<file path="config.mk">
export PLATFORM = sky130hd
export DESIGN_NAME = flip_manager
export DESIGN_NICKNAME = d
export VERILOG_FILES = /design/src/ising_data_pkg.sv /design/src/ising_ctrl_pkg.sv /design/src/flip_manager.sv
export VERILOG_INCLUDE_DIRS = /design/src
export SDC_FILE = /design/constraint.sdc
export NUM_CORES = 1
export LEC_CHECK = 0
export BUFFER_PORTS_ARGS = -buffer_cell sky130_fd_sc_hd__buf_2
export CAP_MARGIN = 15
export CORE_ASPECT_RATIO = 1.4
export CORE_MARGIN = 2
export CORE_UTILIZATION = 49
export CTS_CLUSTER_SIZE = 8
export DETAILED_ROUTE_END_ITERATION = 16
export PLACE_DENSITY = 0.81
export SLEW_MARGIN = 20
export SYNTH_ARGS = -nofsm -noshare
export SYNTH_HDL_FRONTEND = slang
export SYNTH_SLANG_ARGS = --single-unit
</file>
<file path="constraint.sdc">
create_clock -name clk_i -period 3.5 [get_ports clk_i]
set_input_delay 0.175 -clock clk_i [delete_from_list [all_inputs] [get_ports clk_i]]
set_output_delay 0.175 -clock clk_i [all_outputs]
set_load 0.01 [all_outputs]
</file>
<file path="src/ising_config.svh">
// ##############################
// ising core configuration
// sizes and widths shared by the
// spin annealing datapath
// ##############################

`ifndef ISING_CONFIG_SVH
`define ISING_CONFIG_SVH

// spin vector
`define ISING_NUM_SPIN 16

// signed weight and bias widths
`define ISING_BITJ 4
`define ISING_BITH 4

// J rows delivered per weight memory word
`define ISING_PARALLELISM 4
`define ISING_NUM_BLOCK (`ISING_NUM_SPIN / `ISING_PARALLELISM)

`define ISING_SCALING_BIT 4
`define ISING_ENERGY_BIT 32
`define ISING_FLIP_ADDR_BIT 10

// weight prefetch buffer entries
`define ISING_FETCH_DEPTH 2

`endif

</file>
<file path="src/ising_data_pkg.sv">
// ##############################
// ising data types
// spin, weight, bias, energy and
// address vectors of the core
// ##############################

`default_nettype none

`include "ising_config.svh"

package ising_data_pkg;

    typedef logic [`ISING_NUM_SPIN-1:0] spin_t;
    typedef logic signed [`ISING_ENERGY_BIT-1:0] energy_t;

    // row r of a word sits at bits [r*NUM_SPIN*BITJ +: NUM_SPIN*BITJ]
    typedef logic [`ISING_PARALLELISM*`ISING_NUM_SPIN*`ISING_BITJ-1:0] weight_word_t;

    typedef logic [`ISING_NUM_SPIN*`ISING_BITH-1:0] hbias_t;
    typedef logic [`ISING_SCALING_BIT-1:0] hscaling_t;
    typedef logic [$clog2(`ISING_NUM_BLOCK)-1:0] waddr_t;
    typedef logic [`ISING_FLIP_ADDR_BIT:0] faddr_t;

    typedef struct packed {
        spin_t   spin;
        energy_t energy;
    } spin_energy_t;

endpackage

`default_nettype wire

</file>
<file path="src/ising_ctrl_pkg.sv">
// ##############################
// ising control types
// FSM state encodings
// ##############################

`default_nettype none

package ising_ctrl_pkg;

    typedef enum logic [1:0] {
        EM_IDLE,
        EM_ACCUM,
        EM_DONE
    } em_state_e;

    typedef enum logic [1:0] {
        FM_IDLE,
        FM_EVAL,
        FM_FETCH_ICON,
        FM_WAIT
    } fm_state_e;

endpackage

`default_nettype wire

</file>
<file path="src/flip_manager.sv">
// ##############################
// flip manager
// keeps best spin and energy,
// issues flipped candidates
// ##############################

`timescale 1ns/100ps
`default_nettype none

module flip_manager (
    input  logic                         clk_i,
    input  logic                         reset_i,
    input  logic                         config_valid_i,
    input  ising_data_pkg::spin_t        config_spin_i,
    input  logic                         en_comparison_i,
    input  logic                         cmpt_en_i,
    output logic                         cmpt_idle_o,
    output logic                         spin_valid_o,
    input  logic                         spin_ready_i,
    output ising_data_pkg::spin_t        spin_o,
    input  logic                         energy_valid_i,
    output logic                         energy_ready_o,
    input  ising_data_pkg::spin_energy_t result_i,
    output logic                         flip_ren_o,
    output ising_data_pkg::faddr_t       flip_raddr_o,
    input  ising_data_pkg::faddr_t       icon_last_raddr_plus_one_i,
    input  ising_data_pkg::spin_t        flip_rdata_i,
    output logic                         energy_fifo_update_o,
    output ising_data_pkg::energy_t      energy_fifo_o,
    output ising_data_pkg::spin_t        spin_fifo_o
);
    ising_ctrl_pkg::fm_state_e state_q;
    ising_data_pkg::spin_t spin_q, cand_q, cand_mux;
    ising_data_pkg::energy_t energy_q;
    ising_data_pkg::faddr_t raddr_q;
    logic cmpt_en_q, cmpt_rise;
    logic first_q, icon_pending_q, update_q;
    logic energy_hs, accept;

    assign cmpt_rise = cmpt_en_i && !cmpt_en_q;

    // icon data is only valid the cycle after the read
    assign cand_mux = icon_pending_q ? (spin_q ^ flip_rdata_i) : cand_q;

    assign spin_valid_o = (state_q == ising_ctrl_pkg::FM_EVAL);
    assign spin_o = cand_mux;
    assign energy_ready_o = (state_q == ising_ctrl_pkg::FM_WAIT);
    assign energy_hs = energy_valid_i && energy_ready_o;

    // first result of a run always wins
    assign accept = first_q || !en_comparison_i || (result_i.energy < energy_q);

    assign flip_ren_o = (state_q == ising_ctrl_pkg::FM_FETCH_ICON);
    assign flip_raddr_o = raddr_q;
    assign cmpt_idle_o = (state_q == ising_ctrl_pkg::FM_IDLE);

    assign energy_fifo_update_o = update_q;
    assign energy_fifo_o = energy_q;
    assign spin_fifo_o = spin_q;

    always_ff @(posedge clk_i) begin
        if (cmpt_idle_o && config_valid_i) begin
            spin_q <= config_spin_i;
        end else if (energy_hs && accept) begin
            spin_q <= result_i.spin;
            energy_q <= result_i.energy;
        end
        if (cmpt_idle_o) begin
            cand_q <= config_valid_i ? config_spin_i : spin_q;
        end else if (spin_valid_o) begin
            cand_q <= cand_mux;
        end
    end

    always_ff @(posedge clk_i) begin
        if (reset_i) begin
            state_q <= ising_ctrl_pkg::FM_IDLE;
            cmpt_en_q <= 1'b0;
            raddr_q <= '0;
            first_q <= 1'b0;
            icon_pending_q <= 1'b0;
            update_q <= 1'b0;
        end else begin
            cmpt_en_q <= cmpt_en_i;
            icon_pending_q <= flip_ren_o;
            update_q <= energy_hs && accept;
            case (state_q)
                ising_ctrl_pkg::FM_IDLE: begin
                    if (cmpt_rise) begin
                        raddr_q <= '0;
                        first_q <= 1'b1;
                        state_q <= ising_ctrl_pkg::FM_EVAL;
                    end
                end
                ising_ctrl_pkg::FM_EVAL: begin
                    if (spin_ready_i) begin
                        state_q <= ising_ctrl_pkg::FM_WAIT;
                    end
                end
                ising_ctrl_pkg::FM_WAIT: begin
                    if (energy_hs) begin
                        first_q <= 1'b0;
                        state_q <= (raddr_q == icon_last_raddr_plus_one_i) ?
                                   ising_ctrl_pkg::FM_IDLE : ising_ctrl_pkg::FM_FETCH_ICON;
                    end
                end
                ising_ctrl_pkg::FM_FETCH_ICON: begin
                    raddr_q <= raddr_q + 1'b1;
                    state_q <= ising_ctrl_pkg::FM_EVAL;
                end
                default: state_q <= ising_ctrl_pkg::FM_IDLE;
            endcase
        end
    end

    icon_addr_in_range: assert property (
        @(posedge clk_i) disable iff (reset_i)
        flip_ren_o |-> (flip_raddr_o != icon_last_raddr_plus_one_i)
    ) else $error("flip_manager: icon read past last address");

endmodule

`default_nettype wire

</file>
# Word level (Yosys, flattened, before mapping)
# Index checks and enable logic that the tools add are counted.
# word_totals
regBits	81
inputBits	98
elab_cells	53
# op_classes
add_sub_neg	1
magnitude_cmp	1
n_eq_ne	7
mux	16
n_bitwise	2
reduce_logical	17
# op_table
operator	count
$mux W16	6
$lt A32 B32 Y1	1
$pmux W11 S2	1
$xor A16 B16 Y16	1
$add A11 B1 Y11 const B	1
$eq A11 B11 Y1	1
$mux W11	1
$mux W2	4
$pmux W2 S4	1
$reduce_bool A2 Y1	4
$ne A2 B1 Y1 const B	3
$reduce_and A3 Y1	2
$eq A2 B2 Y1 const B	2
$logic_and A1 B1 Y1	4
$reduce_and A2 Y1	2
$eq A2 B1 Y1 const B	1
$logic_not A1 Y1	2
$logic_not A2 Y1	1
$logic_or A1 B1 Y1	2
$mux W1	2
$pmux W1 S2	1
$not A1 Y1	1

# Depth between registers and ports, before layout
# Gate-level depths: netlist of the first run.
# logic_depth
word_depth	6
ltp_mapped	9

# Worst setup path after synthesis of the first run
# Ideal clock, no wire load.
# synth_path
kind	register to register
startpoint	register energy_q[30] (netlist: energy_fifo_o[30])
endpoint	register energy_q[0] (netlist: energy_fifo_o[0]), enable pin
setup_time_ns	0.387
arrival_time_ns	2.254
required_ns	3.113
setup_slack_ns	0.859
stages_incl_launch_ff	10
path_buffers	0
synth_period_minus_slack_ns	2.641
path_cell_list	edfxtp_1 -> inv_1 -> ha_1 -> a21oi_1 -> nand2_1 -> a221oi_2 -> o211ai_1 -> a31oi_1 -> nand3_2 -> inv_1
# synth_via
elab_chain_len	4
# synth_lines
element	line	source
start: declaration	flip_manager.sv:34	ising_data_pkg::energy_t energy_q;
start signal: assignment	flip_manager.sv:66	energy_q <= result_i.energy;
$lt A32 B32 Y1	flip_manager.sv:51	assign accept = first_q || !en_comparison_i || (result_i.energy < energy_q);
$logic_or A1 B1 Y1	flip_manager.sv:51	
$logic_and A1 B1 Y1	flip_manager.sv:64	end else if (energy_hs && accept) begin
$reduce_and A2 Y1 (no source line)	--	
# No other way between the ends.
# A chain may end at the register's enable or synchronous reset.

# Worst setup path after layout of the first run
# layout_path
startpoint	register energy_q[23] (netlist: energy_fifo_o[23])
endpoint	register spin_q[5] (netlist: spin_fifo_o[5]), enable pin
# layout_via
elab_chain_len	4
# layout_lines
element	line	source
$lt A32 B32 Y1	flip_manager.sv:51	
$logic_or A1 B1 Y1	flip_manager.sv:51	
$logic_and A1 B1 Y1	flip_manager.sv:64	
$reduce_bool A2 Y1 (no source line)	--	
end signal: assignment	flip_manager.sv:63	spin_q <= config_spin_i;
end signal: assignment	flip_manager.sv:65	spin_q <= result_i.spin;
end: declaration	flip_manager.sv:33	ising_data_pkg::spin_t spin_q, cand_q, cand_mux;
# No other way between the ends.

==> flow_summary_export.csv, run 1 <==
group,metric,value,unit
synth,synth-simple-area-share,11.9,%
min_path,holdPathStages,1,
outcome,status,"complete, no violations",
floorplan,die_h,116,um
worst_setup_path,r2r_slack,0.73,ns
synth,synth_top_area_cell,"edfxtp_1",
grt,grt_pass1_wl,16800,um
synth,synth_top_cells_by_count,"edfxtp_1 (64), a21oi_1 (55), nor2_1 (49)",
routing,drtAntennaViolNets,0,
routing,drtIter0Drc,148,
timing,hold_viol,0,
synth,syn_area,4390,sq um
routing,route.detailed.drc,0,
timing,tightest_slew,1.01,ns
worst_setup_path,cp_cell_sequence,"inv_1, ha_1, a21oi_1, o21ai_0, a221oi_2, o211ai_1, or3b_1, nand3_2, nand2b_1",
worst_setup_path,crit_type,"register to register",
synth,synthArstFlopShare,0,%
routing,vias_per_cell,5.29,
clock_tree,clockRootBuffer,"clkbuf_16",
synth,avgSynthCellArea,10.8,sq um
synth,synth_nets,536,
worst_setup_path,cp.required,3.41,ns
grt,first_global_vias,3712,
floorplan,fp.dieArea,9750,sq um
clock_tree,clk_path_buf_depth,2,
clock_tree,htreeDepth,3,
clock_tree,cts_hold_buf,0,
timing,rsz0062_at_grt,"no",
synth,synth_compound_area_share,9.97,%
synth,syn_inst,406,
grt,grt_antenna_before_repair,0,
placement,place_congestion,0.803,
power_and_ir_drop,finalPower,2.43,mW
clock_tree,clock_sinks,81,
min_path,hp-class,"input pin to register",
clock_tree,numCtsBuffers,9,
synth,synth.distinct_cells,44,
worst_setup_path,r2r-end,"spin_fifo_o[5]",
timing,setup_viol,0,
timing,period_minus_slack,2.77,ns
worst_setup_path,crit_fanout,16,
worst_setup_path,crit_path_end_kind,"register",
clock_tree,cts_resized,0,
placement,portBuffers,177,
synth,synth_top_family_by_area,"simple AND/OR/NAND/NOR gates",
power_and_ir_drop,p_per_area,430,nW/um^2
routing,wl,10600,um
power_and_ir_drop,ir_drop,0.276,mV
synth,synth_ff_type,"edfxtp_1",
synth,synth-seq-cells,81,
timing,max_slew_margin,32.7,%
timing,tns,0,ns
worst_setup_path,cp_top_family,"simple AND/OR/NAND/NOR gates",
synth,synthAdderAreaFrac,9.11,%
layout,nNetsFinal,713,
layout,fillers,695,
timing,clock_skew,0.00889,ns
routing,drt_pass1_iterations,4,
worst_setup_path,cp_slowest_stage_delay,0.45,ns
timing,max_freq,361,MHz
synth,synth_seq_area_share,51.5,%
layout,area.sequential,2260,sq um
clock_tree,post_cts_buffers,0,
worst_setup_path,arrival,2.68,ns
synth,synth_area_leaders,"edfxtp_1 (44%), ha_1 (9.1%), dfxtp_1 (7.7%)",
routing,top_layer,"met4",
layout,multi_input_area,1940,sq um
floorplan,io_pins,178,
min_path,min-delay-start,"result_i[0]",
routing,routed-wl-met3,529,um
power_and_ir_drop,leakage,2.55,nW
clock_tree,worstSkewPairLatency,0.34,ns
grt,grt_use_total,21.7,%
floorplan,rows,40,
routing,vias,3669,
layout,areaGrowthSynthToFinish,28.7,%
timing,finalCritPeriodShare,79.2,%
grt,grt_max_degree,35,
timing,slew_viol_final,0,
floorplan,die_x,84.0,um
synth,yosysWarnings,0,
worst_setup_path,regToRegStartpoint,"energy_fifo_o[23]",
routing,wl_per_cell,15.3,um
placement,place_hpwl,8330,um
floorplan,coreArea,8660,sq um
synth,yosysMostFrequentCell,"edfxtp_1",
worst_setup_path,slowest_stage,"nand2b_1",
routing,wl_met1,4050,um
worst_setup_path,path_buf_inv,1,
synth,synthXorXnorAreaFrac,5.38,%
synth,synth.top_cell.area_share,43.7,%
floorplan,start_util,50.8,%
worst_setup_path,reg2regPathDepth,9,
layout,drive_gt1_share,35.2,%
routing,wl_met2,5740,um
clock_tree,clk_pin_slew,0.06,ns
grt,overflow,0,
worst_setup_path,cp-start-kind,"register",
job,timing.max_cap.violations,0,
clock_tree,cts_tree,"built",
synth,synth_edf_count,64,
synth,synthMuxAreaShare,7.74,%
min_path,hold_path_end,"energy_fifo_o[0]",
-- stage by stage --
stage | setup WS (ns) | util (%) | instances | instance area [sq um] | hold WS, ns
after floorplan | 0.859 | - | 406 | 4390 | 0.274
after detailed placement | 0.504 | 62.0 | 677 | 5370 | 0.371
after CTS | 0.474 | 65.3 | 693 | 5650 | 0.0188
after global placement | 0.645 | 62.0 | 677 | 5370 | 0.370
final | 0.727 | 65.3 | 694 | 5660 | 0.0280
after global routing | 0.530 | 65.3 | 693 | 5650 | 0.0204
-- per-layer routing --
metal	up-vias	GRT usage [%]
met4	0	10.9
met2	121	40.8
met3	25	3.56
met1	1716	23.4
li1	1807	-
met5	-	0
-- power by group --
group | switching [mW] | total [mW] | internal (mW)
Sequential | 0.0303 | 1.14 | 1.11
Clock | 0.365 | 0.913 | 0.547
Combinational | 0.207 | 0.382 | 0.175
-- registers in the layout, summed over array words and instances, names as in the netlist --
register              cells
spin_fifo_o              16
icon_pending_q            1
cand_q                   16
state_q                   2
flip_raddr_o             11
first_q                   1
cmpt_en_q                 1
energy_fifo_o            32
energy_fifo_update_o      1
-- how the worst max path moves through the flow --
stage               depth (start not counted)               from  slack, ns                 to
global placement                            9  energy_fifo_o[30]       0.65  energy_fifo_o[10]
global route                                9  energy_fifo_o[31]       0.53     spin_fifo_o[5]
detailed placement                          9  energy_fifo_o[31]       0.50   energy_fifo_o[9]
floorplan                                   9  energy_fifo_o[30]       0.86   energy_fifo_o[0]
CTS                                         9  energy_fifo_o[31]       0.47  energy_fifo_o[12]
finish                                      9  energy_fifo_o[23]       0.73     spin_fifo_o[5]
-- kinds of logic (layout without fill, tap and decap cells) --
family                   after synthesis  in the layout
AO/OA/AOI/OAI                         77             77
adder cells (fa/ha/maj)               32             32
multiplexers                          32             32
other                                  0              1
XOR/XNOR                              27             27
AND/OR/NAND/NOR                      108            108
flip-flops                            81             81
buffers and inverters                 49            231
-- placed cells by master (no fill, tap or decap), drive strengths merged, types with 12 or more instances in the layout --
master    n
edfxtp   64
nand4    12
dfxtp    17
a21oi    55
mux2i    16
mux2     16
ha       32
nor2     51
inv      36
buf     179
nand2    14
xnor2    26
-- cell type report --
type                       count  area share, %
multi-input combinational    276           34.2
inverter                      36           2.39
clock inverter                 6           1.04
antenna                        1         0.0442
clock buffer                  10           4.05
timing repair buffer         179           15.9
sequential                    81           40.0
tap                          105           2.32
(Power assumes the default switching activity.)
==> run 2, diff against run 1 <==
- clock period: 3.5 -> 2.85 ns (I/O delays scaled with it)
==> run 2 against run 1 <==
Effect of this change: via count fell by 0.44%; core utilization up 0.59 points; sequential share of layout area is 0.36 points lower; worst hold slack worse by 0.019 ns; routed wire length fell by 0.67%; clock power grew 25%; final cell count up 0.58%; sequential power grew 23%; clock skew about the same; clock-buffer cell count increased by 5; combinational power grew 24%.
==> flow_summary_export.csv, run 2 (same netlist as run 1, synthesis figures left out) <==
group,metric,value,unit
outcome,status,"complete, no violations",
worst_setup_path,slowest_stage,"edfxtp_1",
worst_setup_path,cp_cell_sequence,"inv_1, ha_1, a21oi_1, o21ai_0, a221oi_2, o211ai_1, a31oi_1, nand3_2, inv_1, buf_4",
clock_tree,clockRootBuffer,"clkbuf_16",
min_path,hp-class,"input pin to register",
job,timing.max_cap.violations,0,
timing,hold_viol,0,
grt,grt_use_total,21.3,%
floorplan,start_util,50.8,%
timing,setup_viol,0,
placement,place_hpwl,8180,um
worst_setup_path,r2r_slack,0.34,ns
worst_setup_path,crit_fanout,32,
power_and_ir_drop,power_frac_comb,15.8,%
worst_setup_path,cp_common_cell,"inv_1",
clock_tree,cts_tree,"built",
power_and_ir_drop,p_clk_share,37.8,%
grt,grt_pass1_wl,16400,um
placement,place_congestion,0.828,
floorplan,rows,40,
grt,grt_antenna_before_repair,0,
layout,final_common_cell,"buf_2",
timing,tns,0,ns
floorplan,io_pins,178,
power_and_ir_drop,p_int,2.29,mW
worst_setup_path,arrival,2.49,ns
timing,clock_skew,0.00876,ns
timing,max_freq,398,MHz
layout,final_cells,698,
floorplan,coreArea,8660,sq um
layout,areaGrowthSynthToFinish,29.9,%
layout,nNetsFinal,717,
worst_setup_path,cp-start-kind,"register",
routing,drt_pass1_iterations,5,
routing,vias_per_cell,5.23,
timing,tightest_slew,0.663,ns
routing,wl_per_cell,15.1,um
clock_tree,clk_pin_slew,0.06,ns
worst_setup_path,crit_type,"register to register",
routing,drtIter0Drc,138,
grt,first_global_vias,3503,
layout,final_cell_mix,"buf_2 (177), edfxtp_1 (64), a21oi_1 (55)",
worst_setup_path,cp_slowest_stage_delay,0.40,ns
placement,post-place-ws,0.118,ns
layout,largest_register_ffs,32,
power_and_ir_drop,finalPower,3.01,mW
clock_tree,clk_path_buf_depth,2,
worst_setup_path,regToRegStartpoint,"energy_fifo_o[23]",
floorplan,die_x,84.0,um
clock_tree,numCtsBuffers,9,
timing,slew_viol_final,0,
routing,route.detailed.drc,0,
min_path,hold_path_end,"energy_fifo_o[17]",
power_and_ir_drop,p_per_area,527,nW/um^2
worst_setup_path,crit_start,"energy_fifo_o[23]",
placement,dp_cells,680,
worst_setup_path,crit_path_end_kind,"register",
clock_tree,htreeDepth,3,
power_and_ir_drop,ir_drop,0.397,mV
grt,overflow,0,
routing,vias,3653,
clock_tree,clock_sinks,81,
worst_setup_path,cp.required,2.83,ns
timing,finalCritPeriodShare,88.2,%
floorplan,fp.dieArea,9750,sq um
worst_setup_path,r2r-end,"energy_fifo_o[12]",
routing,wl,10500,um
worst_setup_path,reg2regPathDepth,10,
timing,fin_ws,0.337,ns
clock_tree,worstSkewPairLatency,0.32,ns
layout,final_util,65.9,%
power_and_ir_drop,leakage,2.59,nW
placement,portBuffers,177,
routing,drtAntennaViolNets,0,
timing,max_slew_margin,55.8,%
power_and_ir_drop,switchingPower,0.712,mW
timing,holdWs,0.00942,ns
timing,period_minus_slack,2.51,ns
layout,drive_gt1_share,35.5,%
layout,final_area,5710,sq um
floorplan,die_h,116,um
min_path,holdPathStages,1,
power_and_ir_drop,switching_share,23.7,%
placement,placed_area,5390,sq um
power_and_ir_drop,share_seq_of_total_power,46.5,%
timing,rsz0062_at_grt,"no",
min_path,min-delay-start,"result_i[17]",
grt,grt_max_degree,35,
[run 2: worst max-delay path by stage]
| stage | to | slack (ns) | cells past startpoint |
|---|---|---|---|
| 2_1_floorplan | energy_fifo_o[0] | 0.21 | 9 |
| 3_3_place_gp | spin_fifo_o[0] | 0.23 | 8 |
| 3_5_place_dp | spin_fifo_o[4] | 0.12 | 9 |
| 4_1_cts | spin_fifo_o[11] | 0.11 | 9 |
| 5_1_grt | spin_fifo_o[14] | 0.19 | 8 |
| 6_report | energy_fifo_o[12] | 0.34 | 10 |
[run 2: layout make-up]
| cell class | count | area, sq um |
|---|---|---|
| sequential | 81 | 2260 |
| clock buffer | 15 | 299 |
| clock inverter | 1 | 5.00 |
| inverter | 36 | 135 |
| timing repair buffer | 183 | 933 |
| multi-input combinational | 276 | 1940 |
| fill | 697 | 2950 |
| tap | 105 | 131 |
| antenna | 1 | 2.50 |
[run 2: repair_timing]
item                                   4_1_cts  5_1_grt
resized for setup                            0        1
endpoints found under the hold margin        1        0
setup buffers                                0        0
hold buffers                                 1        0
setup endpoints to repair                    0       16
[run 2: layer usage]
metal	global-route usage [%]	share of wire [%]	vias to the layer above
li1	-	-	1818
met1	24.2	41	1708
met2	38.9	53	111
met3	4.06	4.5	16
met4	9.03	2.0	0
met5	0	0	-
[run 2: power by group through the flow]
stage / Combinational [mW] / Clock [mW] / Sequential [mW]
after floorplan: 0.266 / 0 / 1.42
final: 0.474 / 1.14 / 1.40
after global placement: 0.460 / 0 / 1.42
after CTS: 0.477 / 1.16 / 1.40
after detailed placement: 0.473 / 0 / 1.42
after global routing: 0.527 / 1.20 / 1.40
[run 2: critical path: cells and delay by family (launching register included)]
family / cells / cell delay (ns)
buf+inv: 3 / 0.52
compound gates: 5 / 0.86
simple gates: 1 / 0.12
flops: 1 / 0.40
fa+ha+maj: 1 / 0.25
==> run 3, diff against run 2 <==
- CORE_ASPECT_RATIO: 1.4 -> 1.25
==> run 3 against run 2 <==
Effect of this change: register-to-register slack barely moved; clock-buffer cell count unchanged; clock power down 20%; combinational power up 9.1%.
==> flow_summary_export.csv, run 3 (same netlist as run 1, synthesis figures left out) <==
group,metric,value,unit
clock_tree,post_cts_buffers,0,
clock_tree,cts_resized,0,
routing,vias_per_cell,5.23,
floorplan,start_util,50.5,%
clock_tree,numCtsBuffers,9,
grt,grt_antenna_before_repair,0,
routing,drtAntennaViolNets,0,
layout,fillers,659,
routing,route.detailed.drc,0,
timing,finalCritPeriodShare,89.5,%
worst_setup_path,cp_common_cell,"nand4_1",
routing,drt_pass1_iterations,4,
timing,rsz0062_at_grt,"no",
placement,portBuffers,177,
floorplan,fp.dieArea,9750,sq um
worst_setup_path,cp.required,2.92,ns
layout,final_util,68.4,%
routing,vias,3889,
timing,holdWs,0.0319,ns
worst_setup_path,cp_cell_sequence,"dlygate4sd3_1, buf_2, ha_1, nand4_1, o311a_1, o41ai_1, nand4_1, nand3_2, inv_1, buf_4",
grt,grt_max_degree,35,
grt,grt_pass1_wl,17700,um
timing,tns,0,ns
grt,overflow,0,
job,timing.max_cap.violations,0,
worst_setup_path,path_buf_inv,4,
floorplan,rows,38,
routing,drtIter0Drc,206,
power_and_ir_drop,p_per_area,474,nW/um^2
worst_setup_path,crit_fanout,32,
worst_setup_path,cp_slowest_stage_delay,0.55,ns
layout,nNetsFinal,749,
worst_setup_path,cp-start-kind,"input pin",
layout,largest_register_ffs,32,
worst_setup_path,cp_top_family,"buffers and inverters",
worst_setup_path,slowest_stage,"dlygate4sd3_1",
timing,hold_viol,0,
clock_tree,clockRootBuffer,"clkbuf_8",
layout,final_cell_mix,"buf_2 (177), edfxtp_1 (64), a21oi_1 (55)",
placement,post-place-ws,0.364,ns
timing,period_minus_slack,2.55,ns
clock_tree,htreeDepth,3,
layout,antennaDiodeCount,0,
placement,place_congestion,0.840,
timing,max_freq,392,MHz
layout,drive_gt1_share,33.5,%
layout,areaGrowthSynthToFinish,35.5,%
worst_setup_path,crit_type,"input pin to register",
floorplan,die_x,88.7,um
power_and_ir_drop,finalPower,2.82,mW
timing,setup_viol,0,
power_and_ir_drop,leakage,2.68,nW
routing,wl,11500,um
floorplan,io_pins,178,
worst_setup_path,crit_path_end_kind,"register",
min_path,hp-class,"input pin to register",
timing,clock_skew,0.0110,ns
clock_tree,clk_pin_slew,0.08,ns
timing,slew_viol_final,0,
outcome,status,"complete, no violations",
grt,first_global_vias,3814,
floorplan,coreArea,8700,sq um
floorplan,die_h,110,um
clock_tree,clk_path_buf_depth,2,
power_and_ir_drop,ir_drop,0.315,mV
worst_setup_path,arrival,2.62,ns
clock_tree,cts_hold_buf,31,
timing,fin_ws,0.298,ns
grt,grt_use_total,23.9,%
clock_tree,cts_tree,"built",
clock_tree,worstSkewPairLatency,0.35,ns
routing,wl_per_cell,15.5,um
layout,final_common_cell,"buf_2",
timing,max_slew_margin,59.0,%
placement,place_hpwl,8410,um
clock_tree,clock_sinks,81,
timing,tightest_slew,0.614,ns
==> run 3: cell types whose count changed in the layout (fill, tap and decap cells not counted) <==
cell | previous run | this run
clkbuf_8 | 3 | 11
dlygate4sd3_1 | 1 | 32
clkinv_2 | 1 | 0
nand2b_1 | 1 | 2
diode_2 | 1 | 0
clkbuf_1 | 2 | 3
buf_4 | 5 | 6
clkbuf_16 | 10 | 1
bufinv_16 | 0 | 1
nand2b_2 | 1 | 0
==> run 3: worst paths after layout <==
path / cells after the start / to / startpoint / slack, ns
max: 10 / energy_fifo_o[31] / result_i[7] / 0.30
min: 2 / cmpt_en_q / cmpt_en_i / 0.03
max reg2reg: 10 / energy_fifo_o[31] / energy_fifo_o[23] / 0.33
min reg2reg: 2 / first_q / first_q / 0.46
==> run 3: layer usage <==
metal | part of all wire, % | track usage [%] | vias to the layer above
li1 | - | - | 1875
met1 | 38 | 26.5 | 1857
met2 | 54 | 42.9 | 132
met3 | 4.5 | 5.18 | 25
met4 | 3.1 | 10.9 | 0
met5 | 0 | 0 | -
==> run 3: report_power, final <==
| group | total [mW] | internal (mW) | switching [mW] | leakage (nW) |
|---|---|---|---|---|
| clock network | 0.907 | 0.508 | 0.399 | 0.109 |
| logic | 0.517 | 0.247 | 0.270 | 1.83 |
| registers | 1.39 | 1.36 | 0.0356 | 0.741 |
| total | 2.82 | 2.11 | 0.705 | 2.68 |
==> run 3: stage by stage <==
step,instance area (sq um),std cells
final,5950,744
after global routing,5950,744
after CTS,5940,743
after detailed placement,5420,696
after global placement,5420,696
after floorplan,4390,406
==> run 3: area by class of cell <==
cell class | count | area (sq um) | area share [%]
flip-flops and latches | 81 | 2260 | 38.0
inverters | 36 | 135 | 2.27
clock buffers | 15 | 188 | 3.15
multi-input cells | 276 | 1940 | 32.5
repair buffers | 215 | 1250 | 21.0
clock inverters | 1 | 30.0 | 0.504
well taps | 120 | 150 | 2.52
==> run 3: worst register-to-register path, delay by kind of cell (launching register included) <==
kind | cells | cell delay, ns
adders and majority gates | 1 | 0.26
AOI/OAI and AO/OA | 5 | 0.85
DFF | 1 | 0.42
buffers and inverters | 3 | 0.53
and+or+nand+nor | 1 | 0.11
